### src/hdl/fir_cfg.svh
// Build-time sizes for the FIR subsystem
// FIR_ACC_W must cover FIR_DATA_W + FIR_TAP_W + clog2(FIR_MAX_TAPS)
// so the full-precision sum cannot overflow
`ifndef FIR_CFG_SVH
`define FIR_CFG_SVH

// Sample and coefficient widths
`define FIR_DATA_W   16
`define FIR_TAP_W    16

// Tap memory depth, also the reset value of the tap count
`define FIR_MAX_TAPS 8

`define FIR_ACC_W    35
`define FIR_APB_AW   8

`endif

### src/hdl/fir_pkg.sv
// Shared FIR data types and APB register offsets
// All sample, tap and result types are two's complement signed
`default_nettype none

`include "fir_cfg.svh"

package fir_pkg;

    typedef logic signed [`FIR_DATA_W-1:0] sample_t;
    typedef logic signed [`FIR_TAP_W-1:0]  tap_t;
    typedef logic signed [`FIR_ACC_W-1:0]  acc_t;

    // Index into the tap memory and delay line
    typedef logic [$clog2(`FIR_MAX_TAPS)-1:0] tap_addr_t;

    // Must hold the value FIR_MAX_TAPS itself, hence the extra code point
    typedef logic [$clog2(`FIR_MAX_TAPS+1)-1:0] n_taps_t;

    // Byte offsets of the 32-bit registers
    localparam logic [`FIR_APB_AW-1:0] REG_CTRL     = 'h00;
    localparam logic [`FIR_APB_AW-1:0] REG_TAP_DATA = 'h04;
    // A write to this offset commits REG_TAP_DATA into the tap memory
    localparam logic [`FIR_APB_AW-1:0] REG_TAP_ADDR = 'h08;

endpackage

`default_nettype wire

### src/hdl/tap_cfg_if.sv
// Configuration path from the register block to the filter core
// tap_write is a single-cycle strobe, tap_addr and tap_data are valid with it
`timescale 1ns/1ps
`default_nettype none

interface tap_cfg_if;

    fir_pkg::n_taps_t   n_taps;
    fir_pkg::tap_addr_t tap_addr;
    fir_pkg::tap_t      tap_data;
    logic               tap_write;

    modport ctrl (output n_taps, output tap_addr, output tap_data, output tap_write);

    modport core (input n_taps, input tap_addr, input tap_data, input tap_write);

endinterface

`default_nettype wire

### src/hdl/fir_apb_regs.sv
// APB register block, no wait states (pready is tied high)
// Tap count writes outside 1..FIR_MAX_TAPS are refused with pslverr
// Unmapped offsets read zero and respond with pslverr
`timescale 1ns/1ps
`default_nettype none

`include "fir_cfg.svh"

module fir_apb_regs (
    input  wire                    clock,
    input  wire                    arst_n,
    input  wire                    psel,
    input  wire                    penable,
    input  wire                    pwrite,
    input  wire [`FIR_APB_AW-1:0]  paddr,
    input  wire [31:0]             pwdata,
    output logic [31:0]            prdata,
    output logic                   pready,
    output logic                   pslverr,
    tap_cfg_if.ctrl                cfg
);

    fir_pkg::n_taps_t   n_taps;
    fir_pkg::tap_t      tap_data;
    fir_pkg::tap_addr_t tap_addr;
    logic               tap_write;

    logic access;
    logic sel_ctrl;
    logic sel_data;
    logic sel_addr;
    logic ctrl_ok;

    assign access   = psel && penable;
    assign sel_ctrl = (paddr == fir_pkg::REG_CTRL);
    assign sel_data = (paddr == fir_pkg::REG_TAP_DATA);
    assign sel_addr = (paddr == fir_pkg::REG_TAP_ADDR);

    // The whole 32-bit word is checked, not just the stored low bits
    assign ctrl_ok = (pwdata != 32'd0) && (pwdata <= 32'(`FIR_MAX_TAPS));

    assign pready  = 1'b1;
    assign pslverr = access && (!(sel_ctrl || sel_data || sel_addr) ||
                                (pwrite && sel_ctrl && !ctrl_ok));

    always_comb begin
        prdata = '0;
        if (sel_ctrl) begin
            prdata[$bits(n_taps)-1:0] = n_taps;
        end else if (sel_data) begin
            prdata[`FIR_TAP_W-1:0] = tap_data;
        end else if (sel_addr) begin
            prdata[$bits(tap_addr)-1:0] = tap_addr;
        end
    end

    always_ff @(posedge clock or negedge arst_n) begin
        if (!arst_n) begin
            n_taps    <= fir_pkg::n_taps_t'(`FIR_MAX_TAPS);
            tap_data  <= '0;
            tap_addr  <= '0;
            tap_write <= 1'b0;
        end else begin
            tap_write <= 1'b0;
            if (access && pwrite) begin
                if (sel_ctrl && ctrl_ok) begin
                    n_taps <= pwdata[$bits(n_taps)-1:0];
                end
                if (sel_data) begin
                    tap_data <= pwdata[`FIR_TAP_W-1:0];
                end
                // Address write is the commit trigger for the staged tap
                if (sel_addr) begin
                    tap_addr  <= pwdata[$bits(tap_addr)-1:0];
                    tap_write <= 1'b1;
                end
            end
        end
    end

    assign cfg.n_taps    = n_taps;
    assign cfg.tap_data  = tap_data;
    assign cfg.tap_addr  = tap_addr;
    assign cfg.tap_write = tap_write;

endmodule

`default_nettype wire

### src/hdl/fir_filter.sv
// FIR filter top level, APB configuration plus sample and result streams
// Stream timing is that of the serial core, the register block sits off
// the data path
`timescale 1ns/1ps
`default_nettype none

`include "fir_cfg.svh"

module fir_filter (
    input  wire                   clock,
    input  wire                   arst_n,
    // APB configuration port
    input  wire                   psel,
    input  wire                   penable,
    input  wire                   pwrite,
    input  wire [`FIR_APB_AW-1:0] paddr,
    input  wire [31:0]            pwdata,
    output logic [31:0]           prdata,
    output logic                  pready,
    output logic                  pslverr,
    // Sample input stream
    input  wire                   s_valid,
    output logic                  s_ready,
    input  wire fir_pkg::sample_t s_data,
    // Result output stream
    output logic                  m_valid,
    input  wire                   m_ready,
    output fir_pkg::acc_t         m_data
);

    tap_cfg_if cfg_bus ();

    fir_apb_regs u_regs (
        .clock   (clock),
        .arst_n  (arst_n),
        .psel    (psel),
        .penable (penable),
        .pwrite  (pwrite),
        .paddr   (paddr),
        .pwdata  (pwdata),
        .prdata  (prdata),
        .pready  (pready),
        .pslverr (pslverr),
        .cfg     (cfg_bus.ctrl)
    );

    fir_serial_core u_core (
        .clock   (clock),
        .arst_n  (arst_n),
        .s_valid (s_valid),
        .s_data  (s_data),
        .s_ready (s_ready),
        .m_valid (m_valid),
        .m_ready (m_ready),
        .m_data  (m_data),
        .cfg     (cfg_bus.core)
    );

endmodule

`default_nettype wire

### src/hdl/fir_serial_core.sv
// Serial FIR core, one multiply per cycle, one sample in flight
// Latency from input accept to m_valid is n_taps+1 cycles
// Tap writes during a computation may corrupt that result
`timescale 1ns/1ps
`default_nettype none

`include "fir_cfg.svh"

module fir_serial_core (
    input  wire                clock,
    input  wire                arst_n,
    input  wire                s_valid,
    input  wire fir_pkg::sample_t s_data,
    output logic               s_ready,
    output logic               m_valid,
    input  wire                m_ready,
    output fir_pkg::acc_t      m_data,
    tap_cfg_if.core            cfg
);

    typedef enum logic [1:0] {
        ST_IDLE,
        ST_MAC,
        ST_FLUSH,
        ST_HOLD
    } state_t;

    state_t state;

    fir_pkg::tap_t    tap_mem    [`FIR_MAX_TAPS];
    fir_pkg::sample_t delay_line [`FIR_MAX_TAPS];

    // Tap count sampled at accept so a reprogram never splits a sample
    fir_pkg::n_taps_t   n_lat;
    fir_pkg::tap_addr_t k;

    logic signed [`FIR_DATA_W+`FIR_TAP_W-1:0] prod;
    fir_pkg::acc_t                            acc;

    logic accept;

    assign s_ready = (state == ST_IDLE);
    assign m_valid = (state == ST_HOLD);
    assign accept  = s_valid && s_ready;

    always_ff @(posedge clock or negedge arst_n) begin
        if (!arst_n) begin
            for (int i = 0; i < `FIR_MAX_TAPS; i++) begin
                tap_mem[i] <= '0;
            end
        end else if (cfg.tap_write) begin
            tap_mem[cfg.tap_addr] <= cfg.tap_data;
        end
    end

    // Entry k holds x[n-k] once the current sample has shifted in
    always_ff @(posedge clock or negedge arst_n) begin
        if (!arst_n) begin
            for (int i = 0; i < `FIR_MAX_TAPS; i++) begin
                delay_line[i] <= '0;
            end
        end else if (accept) begin
            delay_line[0] <= s_data;
            for (int i = 1; i < `FIR_MAX_TAPS; i++) begin
                delay_line[i] <= delay_line[i-1];
            end
        end
    end

    always_ff @(posedge clock or negedge arst_n) begin
        if (!arst_n) begin
            state <= ST_IDLE;
            n_lat <= fir_pkg::n_taps_t'(`FIR_MAX_TAPS);
            k     <= '0;
        end else begin
            case (state)
                ST_IDLE: begin
                    if (s_valid) begin
                        n_lat <= cfg.n_taps;
                        k     <= '0;
                        state <= ST_MAC;
                    end
                end
                ST_MAC: begin
                    k <= k + 1'b1;
                    if (fir_pkg::n_taps_t'(k) == n_lat - 1'b1) begin
                        state <= ST_FLUSH;
                    end
                end
                ST_FLUSH: state <= ST_HOLD;
                ST_HOLD: begin
                    if (m_ready) begin
                        state <= ST_IDLE;
                    end
                end
                default: state <= ST_IDLE;
            endcase
        end
    end

    // Product is registered, so the accumulator trails the tap counter by one
    // cycle and the last product is folded in during ST_FLUSH
    always_ff @(posedge clock) begin
        case (state)
            ST_IDLE: begin
                prod <= '0;
                acc  <= '0;
            end
            ST_MAC: begin
                prod <= tap_mem[k] * delay_line[k];
                acc  <= acc + fir_pkg::acc_t'(prod);
            end
            ST_FLUSH: m_data <= acc + fir_pkg::acc_t'(prod);
            default: ;
        endcase
    end

endmodule

`default_nettype wire

### config.mk
export PLATFORM = sky130hd
export DESIGN_NAME = fir_filter
export DESIGN_NICKNAME = d
export VERILOG_FILES = /design/src/hdl/fir_pkg.sv /design/src/hdl/tap_cfg_if.sv /design/src/hdl/fir_apb_regs.sv /design/src/hdl/fir_filter.sv /design/src/hdl/fir_serial_core.sv
export VERILOG_INCLUDE_DIRS = /design/src /design/src/hdl
export SDC_FILE = /design/constraint.sdc
export NUM_CORES = 1
export LEC_CHECK = 0
export ABC_AREA = 0
export BUFFER_PORTS_ARGS = -buffer_cell sky130_fd_sc_hd__buf_2
export CAP_MARGIN = 10
export CORE_ASPECT_RATIO = 1.75
export CORE_MARGIN = 4
export CORE_UTILIZATION = 35
export DETAILED_ROUTE_END_ITERATION = 16
export PLACE_DENSITY = 0.58
export SETUP_SLACK_MARGIN = 0.02
export SYNTH_ARGS = -nofsm -noshare
export SYNTH_HDL_FRONTEND = slang
export SYNTH_SLANG_ARGS = --single-unit
export TNS_END_PERCENT = 10
### constraint.sdc
create_clock -name clock -period 11.2 [get_ports clock]
set_clock_uncertainty 0.2 [all_clocks]
set_input_delay 0.56 -clock clock [delete_from_list [all_inputs] [get_ports clock]]
set_output_delay 0.56 -clock clock [all_outputs]
set_load 0.01 [all_outputs]
==> results.txt, run 1 <==
* Class of the worst hold path: in2reg
* Peak Freq: between 100 and 150 MHz
- Once detailed placement completed, the half-perimeter wirelength came to roughly 50 mm.
* NumNets Final: between 2,000 and 3,000
* Iteration-0 DRC Markers: between 600 and 700
- Post-Synthesis Cells: about 2,400
- The critical path starts at u_core.k[0]$_DFFE_PN0P_.
- In this run the vertical extent of the chip is 383 microns.
- The first TritonRoute pass finished after 5 iterations.
* Slowest library cell on the worst path: sky130_fd_sc_hd__dfrtp_4
- Max_slew headroom: 14.4%
* Crit path max-delay family: adder cells
- The startpoint identified for the worst register-to-register timing path is u_core.k[0]$_DFFE_PN0P_.
- The number of global-route vias before repair is 20,000.
* Initial cell density of the core: a little over a third
- Final count of pins violating max slew: 0
- The synthesized netlist contains 72 unique library cells.
* Final hold violation count: 0
- Number of filler cells placed in the layout: roughly 7,600
- In the synthesized netlist the dominant register cell turns out to be sky130_fd_sc_hd__dfrtp_1.
* Top-level port count: about 130
- In the final routed layout, each cell accounts on average for approximately 18 microns.
- Critical path launch point type: flop
- Kind of end point of the critical path: flop
* Total power per unit cell area: just over 90 nW/um^2
- Once detail routing completed, the nets flagged for antenna violations numbered 0.
- Row generation in the floorplan step produced about 140 rows.
- Clock tree buffer depth: 3
- Clock tree from TritonCTS: yes
* P&R area growth vs syn: 11.3%
- Critical path class: reg2reg
* Most common cell on crit path: sky130_fd_sc_hd__fa_1
- Dividing the final minimum period by the clock period gives 81.1%.
- The startpoint identified for the worst hold timing path is s_data[9].
- IR analysis of the VDD net gives a maximum drop of 80.0 uV.
- Max-cap violation count: 0
- Total power: approximately 2.8 mW
- The number of buffers and inverters on the critical path is 5.
* Worst-margin pin slew: 1250 ps
* Crit-path cells: buf_12 > mux4_2 > mux2i_1 > nor2_1 > fa_1 > inv_1 > fa_1 > fa_1 > inv_1 > fa_1 > fa_1 > inv_1 > fa_1 > inv_1 > ha_1 > a211oi_2 > o21bai_1 > or3_1 > a21oi_2 > o21ai_2 > and4_4 > or4_1 > a211o_1 > and3_1
- Of all cell types, the one taking the most synthesized area is sky130_fd_sc_hd__dfrtp_1.
- Of all flip-flops after synthesis, the portion carrying an async set or reset was 73.9%.
- STA puts the critical path data arrival time at 9190 ps.
- The clock drives between 300 and 400 sinks.
* Fraction of layout cells with a size suffix above 1: about a quarter
- Worst-path fanout max: 37
* Flop-to-flop setup slack: ~2100 ps
* Required @ worst endpoint: 11,310 ps
* Die outline area: 85,000 sq um
- In this run the tool buffered the top-level ports with between 100 and 150 buffer cells.
- After detailed routing, the total wire length is between 60 and 70 mm.
- Num CTS Buffers: 40
* Remaining design rule violation count: 0
- Via density: approximately 5.0
- Dividing the synthesized area by the synthesized cell count gives 11.9 sq um.
- The run finished with clean final reports.
- Number of flops mapped to enable cells by yosys: 102
- Area share of the leading cell type in the synthesized netlist: 25.6%
* Post-layout worst setup margin: between 2000 and 2500 ps
- At the later pin of the worst-skew pair, clock insertion delay measures about 570 ps.
* Wire length of the first global-routing pass: about 110 mm
- Across all layers, the routed design uses about 18,000 vias.
- Antenna violations before repair: 1
* Clock transition at the registers of the reported paths: around 60 ps
- In this run the clock root is driven by a sky130_fd_sc_hd__clkbuf_16.
- In this design, the stage delay of the slowest critical-path cell is slightly below 900 ps.
- Synth warn: 0
* Tmin final: 9080 ps
- Setup_tns: 0 ps
- Horizontal extent of the die: between 200 and 250 microns
- Post-synthesis sequential element count: just under 400
- Sequential-to-total area share from yosys stat: 36.7%
* Routability-driven placement congestion ratio: 0.914
* Global-route congestion overflow total: 0
- Core box area: about 80,000 sq um
- Worst slack at placement: about 2100 ps
- Cell leakage power: 15.5 nW
- Setup violations remaining at the end of the flow were counted as 0.
- Across every metal layer, demand over resource in global routing totals between 10% and 20%.
* Max H-tree Level: 2
- By area the synthesized netlist is led by sky130_fd_sc_hd__dfrtp_1 26%, sky130_fd_sc_hd__fa_1 19%, sky130_fd_sc_hd__mux2_2 12%.
* Maximum number of pins on one net before global-route repair: 89
- Total standard cell area after synthesis: ~28,000 sq um
- 0 antenna diodes ended up in the layout.
- Setup repair after global routing missed its margin: false
==> registers in the layout (all words and copies together) (netlist names) <==
signal / flops
u_core.acc: 35
u_core.delay_line: 128
u_core.k: 3
u_core.m_data: 35
u_core.n_lat: 4
u_core.prod: 32
u_core.state: 2
u_core.tap_mem: 128
u_regs.cfg.n_taps: 4
u_regs.cfg.tap_addr: 3
u_regs.cfg.tap_data: 16
u_regs.cfg.tap_write: 1
==> metal layers <==
metal	wire length (microns)	track usage, %	vias up
li1	-	-	8042
met1	24500	17.1	9084
met2	35300	29.3	432
met3	2030	1.70	208
met4	3530	7.47	0
met5	0	0	-
==> Yosys cell counts (all sizes together) (5+ instances only) <==
cell type  number
and2           41
buf            47
mux2i          37
o21a           11
nor3           21
o21ai          34
nand2         135
nor4           12
fa            263
mux4           64
ha            122
dfrtp         287
a21o           27
a21oi          58
inv           317
xnor2          47
nand2b         26
clkbuf         63
a31oi           5
mux2          302
nor2          207
or2            12
nand3          13
or3             5
xor2           18
edfxtp        102
a211oi          8
and3           18
nand4           7
==> path summary, 6_finish.rpt <==
path,cells past startpoint,endpoint
worst min register to register,1,u_core.tap_mem[71]$_DFFE_PN0P_
worst max register to register,24,u_core.prod[27]$_SDFFCE_PN0P_
worst min-delay path,2,u_core.delay_line[121]$_DFFE_PN0P_
min in group asynchronous,2,u_core.delay_line[96]$_DFFE_PN0P_
worst max-delay path,24,u_core.prod[27]$_SDFFCE_PN0P_
max in group asynchronous,4,u_core.tap_mem[55]$_DFFE_PN0P_
==> cell type report <==
type	instances	area, sq um	area share, %
clock buffer	59	1160	3.72
tap	1042	1300	4.17
sequential	391	10300	33.0
inverter	317	1190	3.81
multi-input combinational	1561	16200	51.9
timing repair buffer	153	911	2.92
clock inverter	11	143	0.457
==> power by group <==
part           internal [mW]  switching, mW  leakage [nW]
Clock                  0.769          0.569         0.635
Combinational         0.0128         0.0312          9.65
Sequential              1.46        0.00305          5.22
==> per-stage QoR <==
stage               util (%)  cells  hold slack, ps  instance area, sq um
finish                  39.2   3534            30.9                 31200
global route            39.2   3534            11.0                 31200
CTS                     39.2   3534            1.07                 31200
detailed placement      37.5   3457             291                 29900
global placement        37.5   3457             282                 29900
floorplan                  -   2379            64.4                 28100
==> placed cells by master (no fill, tap or decap), types with 12 or more instances in the layout <==
| master | count |
|---|---|
| sky130_fd_sc_hd__xnor2_1 | 47 |
| sky130_fd_sc_hd__nor2_1 | 207 |
| sky130_fd_sc_hd__nand3_1 | 13 |
| sky130_fd_sc_hd__nand2b_1 | 26 |
| sky130_fd_sc_hd__mux2i_1 | 33 |
| sky130_fd_sc_hd__buf_2 | 115 |
| sky130_fd_sc_hd__fa_1 | 263 |
| sky130_fd_sc_hd__and2_1 | 41 |
| sky130_fd_sc_hd__edfxtp_1 | 102 |
| sky130_fd_sc_hd__buf_4 | 28 |
| sky130_fd_sc_hd__clkbuf_16 | 41 |
| sky130_fd_sc_hd__nor3_1 | 18 |
| sky130_fd_sc_hd__dfrtp_1 | 284 |
| sky130_fd_sc_hd__and3_1 | 18 |
| sky130_fd_sc_hd__mux2_2 | 302 |
| sky130_fd_sc_hd__ha_1 | 120 |
| sky130_fd_sc_hd__nor4_1 | 12 |
| sky130_fd_sc_hd__a21o_1 | 27 |
| sky130_fd_sc_hd__nand2_1 | 134 |
| sky130_fd_sc_hd__o21ai_0 | 29 |
| sky130_fd_sc_hd__conb_1 | 17 |
| sky130_fd_sc_hd__a21oi_1 | 57 |
| sky130_fd_sc_hd__mux4_2 | 64 |
| sky130_fd_sc_hd__inv_1 | 317 |
| sky130_fd_sc_hd__xor2_1 | 18 |
==> timing repair <==
action | in CTS | in global routing
hold endpoints to repair | 91 | 0
resized for setup | 0 | 0
hold buffers | 7 | 0
buffers inserted | 0 | 0
==> cell families after synthesis <==
family	after synthesis	synth area share, %
muxes	403	18.6
DFF	391	36.7
other	2	0.0268
xor gates and xnor gates	65	2.03
and+or+nand+nor	513	8.35
buffers and inverters	427	5.97
adders and majority gates	385	24.2
AOI/OAI and AO/OA	178	4.16
(Power assumes the default switching activity.)
==> run 2: changes to the inputs <==
Settings changed: PLACE_DENSITY 0.58 to 0.6.
Clock period 11.2 ns to 7.7 ns, I/O delays scaled along.
==> results.txt, run 2 (same netlist as run 1, synthesis figures left out) <==
- Outcome: completed (unchanged)
* Required @ worst endpoint: 7800 ps (was 11,310 ps)
* Clk_lat worst skew: 570 ps (about the same)
- The maximum number of pins on one net before global-route repair came to 193 (was 89).
- Number of global-route vias before repair: 20,800 (was 20,000)
* Slowest cell delay on critical path: 560 ps (was 870 ps)
- Std cell rows: 137 (unchanged)
* Cell leakage power: 16.6 nW (was 15.5 nW)
- Ant diodes: 0 (unchanged)
- Total placed cells including tap cells: 3,578 (was 3,457)
- Placement-stage cell area: 30,900 sq um (was 29,900 sq um)
- Top-level port count: 134 (unchanged)
* Num CTS Buffers: 38 (was 40)
- The design area came to 33,500 sq um (was 31,200 sq um).
* Total power per unit cell area: 121 nW/um^2 (was 91.0 nW/um^2)
- The utilization of the core after routing is 42.1% (was 39.2%).
- Worst-case reg-to-reg path depth: 28 (was 24)
- Total power: 4.07 mW (was 2.84 mW)
- The total wire length was 70.5 mm (was 65.4 mm).
* CP arrival: 7770 ps (was 9190 ps)
- The area of the core region was 79,700 sq um (unchanged).
- The filler cell count is 7,425 (was 7,634).
- The clock sink count is 391 (unchanged).
* Final Instance Count excl. Fillers: 3,726 (was 3,534)
* Wire length of the first global-routing pass: 114 mm (was 107 mm)
* Max H-tree Level: 2 (unchanged)
- Number of buffer cells added on primary ports: 116 (unchanged)
- The time the final worst path needs with I/O delays and setup came to 7670 ps (was 9080 ps).
- Most common cell on crit path: sky130_fd_sc_hd__fa_1 (unchanged)
* Hold path depth: 3 (was 2)
- The height of the die was 383 microns (unchanged).
- The initial standard-cell utilization of the core came to 35.2% (unchanged).
- Routability-driven placement congestion ratio: 0.977 (was 0.914)
- The cell with the largest stage delay on the worst path is sky130_fd_sc_hd__fa_1 (was sky130_fd_sc_hd__dfrtp_4).
- Post-layout worst setup margin: 33.0 ps (was 2120 ps)
* Critical path launch point type: flop (unchanged)
- Horizontal extent of the die: 222 microns (unchanged)
- Final count of pins violating max slew: 0 (unchanged)
- The maximum clock path buffer count was 3 (unchanged).
* Critical path class: reg2reg (unchanged)
- The achievable frequency was 130 MHz (was 110 MHz).
- The max-slew headroom at the worst pin is 22.4% (was 14.4%).
- Iteration-0 DRC Markers: 782 (was 621)
- Total vias in the final route: 18,500 (was 17,800)
- Die outline area: 85,000 sq um (unchanged)
- The number of antenna violations at the first check in global routing was 0 (was 1).
- Clock tree from TritonCTS: yes (unchanged)
* 1st-pass router iterations: 8 (was 5)
* Worst-case vdd ir drop: 144 uV (was 80.0 uV)
- The most common cell after layout, fill and taps aside was sky130_fd_sc_hd__inv_1 (unchanged).
- Detailed Place HPWL: 55.1 mm (was 50.7 mm)
* Fraction of layout cells with a size suffix above 1: 31.5% (was 24.4%)
- The CTS clock-pin slew for the worst setup and hold paths is 60 ps (about the same).
- GRT Overall Usage: 16.7% (was 15.5%)
- The final critical-path share of the clock period is 99.6% (was 81.1%).
* WL/cell: 18.9 microns (was 18.5 microns)
- The actual slew at the worst max-slew pin came to 1160 ps (was 1250 ps).
- Max-cap violation count: 0 (unchanged)
- The number of nets in the final layout came to 3,108 (was 2,912).
- The layout overhead on the synthesized area came to 19.4% (was 11.3%).
- Registers with the most flip-flops: u_core.delay_line: 128 flops, u_core.tap_mem: 128 flops (unchanged)
* Commonest cells after routing, fill and taps aside: 305 x sky130_fd_sc_hd__inv_1, 284 x sky130_fd_sc_hd__mux2_2, 284 x sky130_fd_sc_hd__dfrtp_1 (was 317 x sky130_fd_sc_hd__inv_1, 302 x sky130_fd_sc_hd__mux2_2, 284 x sky130_fd_sc_hd__dfrtp_1)
- Via density: 4.96 (was 5.03)
* Final setup violation count: 0 (unchanged)
- The path class of the lowest-slack min-delay path was in2reg (unchanged).
* Remaining design rule violation count: 0 (unchanged)
- The total overflow reported by the global router is 0 (unchanged).
- The final count of hold timing violations is 0 (unchanged).
- The kind of end point of the critical path is a flop (unchanged).
- The count of nets left with antenna violations after detail routing came to 0 (unchanged).
- Setup repair after global routing missed its margin: true (was false)
* Worst-path fanout max: 8 (was 37)
- Library cell used as clock root buffer: sky130_fd_sc_hd__clkbuf_16 (unchanged)
- The worst setup timing slack at the placement stage was -140 ps (was 2130 ps).
-- run 2: area by class of cell --
class                      count  area, sq um  area share (%)
sequential                   391        10300            30.7
clock buffer                  48         1040            3.10
multi-input combinational   1561        16700            49.7
inverter                     317         1190            3.55
timing repair buffer         351         2840            8.46
tap                         1042         1300            3.89
clock inverter                16          191           0.571
-- run 2: final timing paths --
kind                                                   from                                end  slack, ps
setup / recovery                    u_core.k[0]$_DFFE_PN0P_      u_core.prod[27]$_SDFFCE_PN0P_         30
hold / removal                                      m_ready        u_core.state[0]$_DFFE_PN0P_        100
setup reg to reg                    u_core.k[0]$_DFFE_PN0P_      u_core.prod[27]$_SDFFCE_PN0P_         30
hold reg to reg            u_core.delay_line[7]$_DFFE_PN0P_   u_core.delay_line[7]$_DFFE_PN0P_        300
max in group asynchronous                            arst_n    u_core.tap_mem[118]$_DFFE_PN0P_       5450
min in group asynchronous                            arst_n  u_core.delay_line[95]$_DFFE_PN0P_        210
-- run 2: metal layers --
metal,vias up,wire length [microns],global-route usage [%],part of all wire [%]
li1,8439,-,-,-
met1,9397,24700,17.3,35
met2,446,38700,32.3,55
met3,197,2370,2.10,3.4
met4,0,4720,9.22,6.7
met5,-,0,0,0
-- run 2: report_power, final --
group	leakage, nW	switching (mW)	internal (mW)
Clock	0.602	0.811	1.06
Sequential	5.22	0.00445	2.12
Combinational	10.8	0.0465	0.0272
Total	16.6	0.862	3.21
-- run 2: worst max-delay path: cells and delay by family, from the launching register on --
| kind | cells | cell delay (ps) |
|---|---|---|
| buffers and inverters | 9 | 820 |
| flip-flops | 1 | 550 |
| AO/OA/AOI/OAI | 5 | 780 |
| AND/OR/NAND/NOR | 5 | 1190 |
| adder cells (fa/ha/maj) | 7 | 3020 |
| multiplexers | 2 | 830 |
-- run 2: through the flow --
step	hold WS, ps	setup TNS (ps)
2_1_floorplan	-111	0
5_1_grt	122	-586
6_report	95.9	0
4_1_cts	67.7	-65.9
3_5_place_dp	271	-410
3_3_place_gp	255	-37.2
-- run 2: repair_timing --
item                                   in CTS  in global routing
buffers inserted                           32                 22
hold buffers                               33                  0
setup endpoints to repair                   5                  8
endpoints found under the hold margin     136                  0
cloned                                      2                  0
pin swaps                                  31                 37
gates resized for setup                    86                 46
